File: config.mk
export PLATFORM = sky130hd
export DESIGN_NAME = ddcTop
export DESIGN_NICKNAME = d
export VERILOG_FILES = /design/src/verilog/ddcRegPkg.sv /design/src/verilog/ddcDspPkg.sv /design/src/verilog/ddcRegs.sv /design/src/verilog/ddcMixer.sv /design/src/verilog/ddcDecimator.sv /design/src/verilog/ddcTop.sv
export SDC_FILE = /design/constraint.sdc
export NUM_CORES = 1
export LEC_CHECK = 0
export ABC_AREA = 1
export BUFFER_PORTS_ARGS = -buffer_cell sky130_fd_sc_hd__buf_4
export CORE_ASPECT_RATIO = 2
export CORE_MARGIN = 2
export CORE_UTILIZATION = 40
export DETAILED_ROUTE_END_ITERATION = 10
export RECOVER_POWER = 50
export SLEW_MARGIN = 20
export SYNTH_ARGS = -nofsm -noshare
export SYNTH_HDL_FRONTEND = slang
export SYNTH_SLANG_ARGS = --single-unit
File: constraint.sdc
create_clock -name clk -period 8.6 [get_ports clk]
set_input_delay 1.72 -clock clk [delete_from_list [all_inputs] [get_ports clk]]
set_output_delay 1.72 -clock clk [all_outputs]
set_load 0.005 [all_outputs]
File: src/verilog/ddcRegPkg.sv
/*
  Register map of the down-converter.
  Holds the bus widths, the register addresses and the settings struct
  that the register block hands to the DSP chain. Import it where the
  addresses or the settings fields are needed.
*/

package ddcRegPkg;

    localparam int addrWidth = 13;
    localparam int dataWidth = 32;

    localparam logic [addrWidth-1:0] ddcCenterFreqAddr = 13'd0;
    localparam logic [addrWidth-1:0] ddcControlAddr    = 13'd1;
    localparam logic [addrWidth-1:0] ddcDecimationAddr = 13'd2;

    // settings as seen by the DSP chain, 44 bits
    typedef struct packed {
        logic [31:0] centerFreq;           // phase step per input sample
        logic        bypassCic;
        logic        bypassHb;             // stored only, no filter behind it
        logic        bypassFir;            // stored only
        logic        enableBasebandInputs;
        logic [7:0]  adcDecimation;        // 0 acts as 1
    } ddcCfgT;

endpackage

File: src/verilog/ddcDspPkg.sv
/*
  Sample formats of the DSP chain.
  Input samples are signed 12 bit, complex samples carry re and im.
  The sum width covers 255 full-scale samples without overflow.
*/

package ddcDspPkg;

    localparam int sampleWidth = 12;
    localparam int sumWidth    = 20;

    typedef logic signed [sampleWidth-1:0] sampleT;

    typedef struct packed {
        sampleT re;
        sampleT im;
    } cplxT;

    typedef logic signed [sumWidth-1:0] sumT;

    // decimator output
    typedef struct packed {
        sumT re;
        sumT im;
    } cplxSumT;

endpackage

File: src/verilog/ddcRegs.sv
/*
  Register block of the down-converter.
  Byte-lane writes on clk when cs and a wr strobe are high, combinational
  read-back that is zero with cs low. Drives the settings struct and a
  one-cycle pulse after the control or decimation register is written.
*/

`timescale 1ns/1ps

module ddcRegs (
    input  logic                             clk,
    input  logic                             rstN,
    input  logic [ddcRegPkg::addrWidth-1:0]  addr,
    input  logic [ddcRegPkg::dataWidth-1:0]  dataIn,
    output logic [ddcRegPkg::dataWidth-1:0]  dataOut,
    input  logic                             cs,
    input  logic                             wr0,
    input  logic                             wr1,
    input  logic                             wr2,
    input  logic                             wr3,
    output ddcRegPkg::ddcCfgT                cfg,
    output logic                             cfgChange
);
    import ddcRegPkg::*;

    logic [3:0] wrLane;
    logic       ctrlWrite;

    assign wrLane = {wr3, wr2, wr1, wr0};

    // only byte 0 exists in control and decimation
    assign ctrlWrite = cs && wr0 &&
                       (addr == ddcControlAddr || addr == ddcDecimationAddr);

    always_ff @(posedge clk or negedge rstN) begin
        if (!rstN) begin
            cfg       <= '0;
            cfgChange <= 1'b0;
        end else begin
            cfgChange <= ctrlWrite;  // high the cycle the new cfg shows
            if (cs) begin
                case (addr)
                    ddcCenterFreqAddr: begin
                        for (int b = 0; b < 4; b++) begin
                            if (wrLane[b]) begin
                                cfg.centerFreq[8*b +: 8] <= dataIn[8*b +: 8];
                            end
                        end
                    end
                    ddcControlAddr: begin
                        if (wr0) begin
                            cfg.bypassCic            <= dataIn[0];
                            cfg.bypassHb             <= dataIn[1];
                            cfg.bypassFir            <= dataIn[2];
                            cfg.enableBasebandInputs <= dataIn[3];
                        end
                    end
                    ddcDecimationAddr: begin
                        if (wr0) begin
                            cfg.adcDecimation <= dataIn[7:0];
                        end
                    end
                    default: ;
                endcase
            end
        end
    end

    always_comb begin
        dataOut = '0;
        if (cs) begin
            case (addr)
                ddcCenterFreqAddr: dataOut = cfg.centerFreq;
                ddcControlAddr: begin
                    dataOut = {28'h0, cfg.enableBasebandInputs, cfg.bypassFir,
                               cfg.bypassHb, cfg.bypassCic};
                end
                ddcDecimationAddr: dataOut = {24'h0, cfg.adcDecimation};
                default: dataOut = '0;  // unused address
            endcase
        end
    end

endmodule

File: src/verilog/ddcMixer.sv
/*
  Coarse frequency shift.
  A 32-bit phase accumulator steps by centerFreq on each input sample and
  its top two bits pick the NCO quadrant, so mixing is by +1, -1 or 0.
  In baseband mode the complex input passes unmixed. Output is one cycle
  after adcValid.
*/

`timescale 1ns/1ps

module ddcMixer (
    input  logic                clk,
    input  logic                rstN,
    input  logic                adcValid,
    input  ddcDspPkg::sampleT   adcSample,
    input  ddcDspPkg::cplxT     bbSample,
    input  ddcRegPkg::ddcCfgT   cfg,
    output ddcDspPkg::cplxT     mixed,
    output logic                mixedValid
);
    import ddcDspPkg::*;

    logic [31:0] phase;
    logic [1:0]  quadrant;
    sampleT      negX;
    cplxT        mixNext;

    assign quadrant = phase[31:30];  // phase before this sample's step
    assign negX     = -adcSample;    // -2048 wraps onto itself

    always_comb begin
        if (cfg.enableBasebandInputs) begin
            mixNext = bbSample;
        end else begin
            case (quadrant)
                2'd0: begin
                    mixNext.re = adcSample;
                    mixNext.im = '0;
                end
                2'd1: begin
                    mixNext.re = '0;
                    mixNext.im = negX;
                end
                2'd2: begin
                    mixNext.re = negX;
                    mixNext.im = '0;
                end
                default: begin
                    mixNext.re = '0;
                    mixNext.im = adcSample;
                end
            endcase
        end
    end

    always_ff @(posedge clk or negedge rstN) begin
        if (!rstN) begin
            phase      <= '0;
            mixedValid <= 1'b0;
        end else begin
            mixedValid <= adcValid;
            if (adcValid) phase <= phase + cfg.centerFreq;  // advances in baseband too
        end
    end

    always_ff @(posedge clk) begin
        if (adcValid) mixed <= mixNext;
    end

endmodule

File: src/verilog/ddcDecimator.sv
/*
  Integrate-and-dump decimator.
  Sums N mixed samples per block, N from adcDecimation with 0 taken as 1,
  and outputs the sums one cycle after the last sample of the block.
  With bypassCic each sample goes out sign-extended. cfgChange drops the
  partial block together with any sample arriving in that cycle.
*/

`timescale 1ns/1ps

module ddcDecimator (
    input  logic                clk,
    input  logic                rstN,
    input  logic                cfgChange,
    input  logic                mixedValid,
    input  ddcDspPkg::cplxT     mixed,
    input  ddcRegPkg::ddcCfgT   cfg,
    output ddcDspPkg::cplxSumT  outSample,
    output logic                outValid
);
    import ddcDspPkg::*;

    logic [7:0] blockLen;
    logic [7:0] count;     // samples already in the sums
    sumT        accRe;
    sumT        accIm;
    sumT        nextRe;
    sumT        nextIm;
    logic       blockDone;

    assign blockLen  = (cfg.adcDecimation == 8'd0) ? 8'd1 : cfg.adcDecimation;
    assign nextRe    = accRe + sumT'(mixed.re);
    assign nextIm    = accIm + sumT'(mixed.im);
    assign blockDone = (count >= blockLen - 8'd1);  // this sample closes the block

    always_ff @(posedge clk or negedge rstN) begin
        if (!rstN) begin
            count    <= '0;
            accRe    <= '0;
            accIm    <= '0;
            outValid <= 1'b0;
        end else begin
            outValid <= 1'b0;
            if (cfgChange) begin
                count <= '0;
                accRe <= '0;
                accIm <= '0;
            end else if (mixedValid) begin
                if (cfg.bypassCic || blockDone) begin
                    outValid <= 1'b1;
                end
                if (!cfg.bypassCic) begin
                    count <= blockDone ? 8'd0 : count + 8'd1;
                    accRe <= blockDone ? sumT'(0) : nextRe;
                    accIm <= blockDone ? sumT'(0) : nextIm;
                end
            end
        end
    end

    always_ff @(posedge clk) begin
        if (mixedValid && !cfgChange) begin
            if (cfg.bypassCic) begin
                outSample.re <= sumT'(mixed.re);
                outSample.im <= sumT'(mixed.im);
            end else if (blockDone) begin
                outSample.re <= nextRe;
                outSample.im <= nextIm;
            end
        end
    end

endmodule

File: src/verilog/ddcTop.sv
/*
  Top level of the down-converter.
  The register block feeds the mixer and the decimator. An input sample
  marked by adcValid leaves as outSample with outValid two cycles later,
  or two cycles after the last sample of a block when decimating.
*/

`timescale 1ns/1ps

module ddcTop (
    input  logic                             clk,
    input  logic                             rstN,
    input  logic [ddcRegPkg::addrWidth-1:0]  addr,
    input  logic [ddcRegPkg::dataWidth-1:0]  dataIn,
    output logic [ddcRegPkg::dataWidth-1:0]  dataOut,
    input  logic                             cs,
    input  logic                             wr0,
    input  logic                             wr1,
    input  logic                             wr2,
    input  logic                             wr3,
    input  logic                             adcValid,
    input  ddcDspPkg::sampleT                adcSample,
    input  ddcDspPkg::cplxT                  bbSample,
    output ddcDspPkg::cplxSumT               outSample,
    output logic                             outValid
);
    import ddcRegPkg::*;
    import ddcDspPkg::*;

    ddcCfgT cfg;
    logic   cfgChange;   // clears the decimator
    cplxT   mixed;
    logic   mixedValid;

    ddcRegs regs0 (
        .clk       (clk),
        .rstN      (rstN),
        .addr      (addr),
        .dataIn    (dataIn),
        .dataOut   (dataOut),
        .cs        (cs),
        .wr0       (wr0),
        .wr1       (wr1),
        .wr2       (wr2),
        .wr3       (wr3),
        .cfg       (cfg),
        .cfgChange (cfgChange)
    );

    ddcMixer mixer0 (
        .clk        (clk),
        .rstN       (rstN),
        .adcValid   (adcValid),
        .adcSample  (adcSample),
        .bbSample   (bbSample),
        .cfg        (cfg),
        .mixed      (mixed),
        .mixedValid (mixedValid)
    );

    ddcDecimator decim0 (
        .clk        (clk),
        .rstN       (rstN),
        .cfgChange  (cfgChange),
        .mixedValid (mixedValid),
        .mixed      (mixed),
        .cfg        (cfg),
        .outSample  (outSample),
        .outValid   (outValid)
    );

endmodule

# == Word level (Yosys, flattened, before mapping) ==
# Cells that the tools add are included.
# classes
n_addsub,6
magnitude_cmp,1
n_eq_ne,5
n_mux,22
n_reduce_logical,19
# ops
op,n
$mux W20,8
$pmux W32 S3,1
$mux W40,2
$pmux W24 S3,1
$add A20 B12 Y20,2
$mux W8,5
$add A32 B32 Y32,1
$mux W32,1
$mux W24,1
$reduce_and A3 Y1,6
$eq A13 B1 Y1 const B,1
$eq A13 B2 Y1 const B,1
$logic_not A13 Y1,1
$neg A12 Y12,1
$add A8 B1 Y8 const B,1
$ge A8 B8 Y1,1
$logic_not A8 Y1,1
$sub A8 B1 Y8 const B,1
$reduce_and A2 Y1,2
$reduce_bool A2 Y1,2
$logic_and A1 B1 Y1,3
$mux W1,3
$eq A2 B1 Y1 const B,1
$eq A2 B2 Y1 const B,1
4 further kinds,5
# word_totals
ff_bits,191
in_bits,89
out_inout_bits,73
word_cells,73

# == Logic depth before layout (Yosys ltp) ==
# logic_depth
ltp_word,8
ltp_mapped,21
depth_no_buf,19

# == Hierarchy ==
# A second synthesis with hierarchy kept.
# unflattened
hier_cells,1938
hier_area_um2,13501.7
# modules_own_cells
module,instances,cells_each,area_each_um2,seq_area_each_um2
ddcDecimator,1,860,6273.5,2427.3
ddcMixer,1,789,4968.5,1546.5
ddcRegs,1,289,2259.7,1126.1

# == Least setup slack after synthesis ==
# No wires, ideal clock.
# synth_timing
kind,input -> output
startpoint,input port addr[3] in the netlist's numbering
endpoint,output port dataOut[11] in the netlist's numbering
arrival_time_ps,2913
path_slack_ps,3967
stages,7
path_buffers,1
cell_sequence,or2_4 -> nor3_4 -> nand2_4 -> nor2_8 -> inv_2 -> buf_2 -> nor2_1
# synth_via
elab_chain_cells,3
elab_cells_between_ends,5
classes_between,eq/ne (2); mux (2); reduce/logical (1)
# synth_lines
element,line_no,rtl
start: declaration,ddcTop.sv:13,"input logic [ddcRegPkg::addrWidth-1:0] addr,"
$eq A13 B2 Y1 (tied with other cells),ddcRegs.sv:72,case (addr)
$pmux W32 S3 *,ddcRegs.sv:72,
$mux W32 *,ddcRegs.sv:71,if (cs) begin
end: declaration,ddcTop.sv:15,"output logic [ddcRegPkg::dataWidth-1:0] dataOut,"
# Mark *: on every way between the ends. The rest lies on a longest branch, timed or not.

# == Worst setup path after layout ==
# layout_timing
startpoint,input port addr[3] in the netlist's numbering
endpoint,output port dataOut[31] in the netlist's numbering
# Same word-level chain as after synthesis.

==> results.md <==
- CP cell instances: clkbuf_4, or2_0, nor3_1, nand2_4, nor2_1, inv_2, nor2_1, buf_4
- Largest net degree at the start of global routing: 77
- Filler cells: 3454
- Cell Area, Synth: between 10000 and 15000 um2
- Clk root buf: clkbuf_16
- Final GP Congestion: 0.9820
- Hold Slack: just under 0.5 ns
- Highest Clock Rate: 177.7 MHz
- Slowest cell delay on critical path: slightly below 0.7 ns
- Clk buf depth: 2
- Synth warn: 0
- Biggest area consumer among synthesized cells: dfrtp_1
- Proportion of synthesized area in mux cells: 0
- Syn Inst Count: 1893
- R2R Path End: decim0.accRe[8]
- Clock Latency Late Sink: 0.46 ns
- Net count of the mapped netlist: 2065
- Final instance area: 15460 um2
- Vias in the first global route: 12623
- Final setup viols: 0
- Util after Layout: 0.4696
- Failing checks: max-capacitance violations, max-slew violations
- Power Dens Cells: approximately 220 nW/um2
- First-pass DRT Iterations: 5
- Crit. End Element: output pin
- Layout cell share with drive strength beyond 1: 0.1119
- Slew @ Worst Pin: around 3.5 ns
- R2R cell count: 6
- Post-DP HPWL: approximately 32 mm
- DR DRC count: 0
- Area share of the largest cell type after synthesis: 0.2382
- PnR worst setup slack: 2.972 ns
- Synth Area in Adders: 0.07953
- WP data arrival: 3.91 ns
- Nets@finish: 2215
- Gr usage total: 0.2388
- Total CTS buffers: 17
- Synth unique cells: 41
- CP top delay family: simple AND/OR/NAND/NOR gates
- Beginning of the critical path: addr[3]
- CP Buf/Inv Count: 3
- Internal reg-to-reg setup slack: 4.93 ns
- #FFs+latches synth: ~190
- Initial Util: 0.4051
- Most used cell, CP: nor2_1
- Final Critical Period: about 5.6 ns
- Die Span Y: 262.3 um
- Place WS: 3.553 ns
- Placed insts: 2456
- Area contributors post-synth: dfrtp_1 (24%), nand2_1 (19%), edfxtp_1 (14%), ha_1 (7.5%), inv_1 (7.3%)
- Area post-placement: 14980 um2
- Routed wire length: 40.66 mm
- Register area share after synthesis: 0.3823
- EDFF count, synth: 64
- Antenna viol nets, final: 0
- XOR/XNOR share of the synthesized area: 0.03085
- Slew Viols, Final: 140
- Status: finished, violations left
- Crit start category: input port
- H-tree levels: 4
- Vias per cell: 4.990
- Die area: 34920 um2
- Slew HR: -1.329
- First-pass GRT wire length: 64.51 mm
- Synth Area in Compound Gates: 0.09228
- Cell depth of the worst setup path: 8
- Largest family of logic cells by synthesized area: simple AND/OR/NAND/NOR gates
- RR Startpoint: regs0.cfg[11]
- Port bufs: 161
- CTS tree: yes
- WL/cell: 16.33 um
- Critical Path Sink: dataOut[31]
- CTS Sinks: between 150 and 200
- DRT iter0 DRCs: approximately 510
- Crit-path slowest cell: nor3_1
- Pleak: 8.566 nW
- Fin. Hold Viols: 0
- Hold buffers post-CTS: 0
- P&R area growth vs syn: 15.91%
- Final period util: 0.6545
- Tot Pwr: ~3.4 mW
- Simple-Gate Fraction of Synth Area: 0.3275
- Num ports: about 160
- Max-cap violations: 3
- Final Non-Filler Cells: 2490
- Worst hold path type: reg -> reg
- Synthesized area per cell: approximately 7.0 um2
- Worst VDD drop: 145.5 uV
- Setup TNS: 0 ns
- Vias: 12425
- Core area: 32930 um2
- Crit Path Class: in -> out
- Die width: about 130 um
- Gr ovfl total: 0
- Synth Flop Type: dfrtp_1
- Initial antenna violation count: 2
- Clock-pin slew on the worst setup and hold paths: 0.07 ns
- Post-cts sizing count: 0
- FP Rows: 94
- RSZ-0062 raised after global routing: false
- Ys async rst share: 0.6649
- Clock Skew: 0.01317 ns
- Post-CTS setup buffers: 0
- Crit-path max FO: 24
- Worst Path Required: 6.88 ns
per-layer routing:
metal,vias to the layer above,part of all wire,global-route usage
met3,115,0.030,0.03072
met2,280,0.56,0.4729
li1,6313,-,-
met4,0,0.067,0.1567
met5,-,0,0
met1,5717,0.34,0.2215
cells in the final DEF, fill, tap and decap left out, drive strengths merged, types with 64 or more instances in the layout:
master,count
nor2,176
nand3,134
buf,120
clkbuf,70
edfxtp,64
a21oi,112
ha,80
dfrtp,127
nand2,693
inv,267
o21ai,69
cell families (layout without fill, tap and decap cells):
| group | Yosys count | count (layout) |
|---|---|---|
| fa+ha+maj | 83 | 83 |
| flops | 191 | 191 |
| simple gates | 1060 | 1060 |
| compound gates | 210 | 210 |
| other cells | 0 | 2 |
| xor+xnor | 47 | 47 |
| buf+inv | 302 | 465 |
registers in the layout, indices dropped and copies added (netlist names):
signal,count
decim0.outSample,40
mixer0.phase,32
regs0.cfg,44
mixer0.mixedValid,1
decim0.accRe,20
decim0.accIm,20
decim0.count,8
regs0.cfgChange,1
mixer0.mixed,24
decim0.outValid,1
cell usage after synthesis, types with 2 or more instances:
library cell	n
edfxtp_1	64
dfrtp_1	127
buf_1	4
nor2_1	169
clkinv_1	3
buf_2	4
a21oi_2	24
clkbuf_1	25
nor3_1	15
xor2_1	24
a31oi_1	9
o21ai_0	56
and2_1	4
nor2_2	6
nand2_1	687
a21oi_1	88
o21ai_1	5
o31ai_1	2
buf_6	4
o21a_1	2
o21bai_1	5
a21o_1	9
xnor2_1	23
o21ai_2	8
nand3b_1	10
or2_4	2
nand2_4	5
inv_1	260
fa_1	3
nand4_1	17
nand3_1	134
ha_1	80
or2_2	6
inv_2	2
how the worst min path moves through the flow:
stage                                start                to  slack [ns]  depth (start not counted)
after detailed placement  mixer0.phase[16]  mixer0.phase[16]        0.47                          2
after global routing      decim0.accIm[16]  decim0.accIm[16]        0.51                          2
final                     mixer0.phase[12]  mixer0.phase[12]        0.49                          2
after CTS                 mixer0.phase[16]  mixer0.phase[16]        0.49                          2
after global placement     mixer0.phase[0]   mixer0.phase[0]        0.46                          2
after floorplan            mixer0.phase[0]   mixer0.phase[0]        0.45                          2
report_power, final:
part,internal (mW),leakage [nW],switching (mW)
logic,0.484,6.03,0.897
clock network,0.458,0.297,0.366
registers,1.10,2.24,0.0782
total,2.04,8.57,1.34
area by class of cell:
class,count,area [um2],area share
flip-flops and latches,191,5100,0.3298
multi-input cells,1400,6994,0.4523
clock buffers,22,475.5,0.03075
well taps,432,540.5,0.03495
repair buffers,168,1231,0.07962
clock inverters,10,122.6,0.007929
inverters,265,994.7,0.06433
diodes,2,5.005,0.0003237
worst reg2reg max path: stages (launching register included):
cell and delay [ns]:
dfrtp_1 0.37, inv_1 0.05, clkbuf_1 1.67, a21oi_2 0.72
buf_4 0.51, nand2_1 0.12, o21ai_0 0.09
No activity file was read; power rests on OpenSTA's default activity.
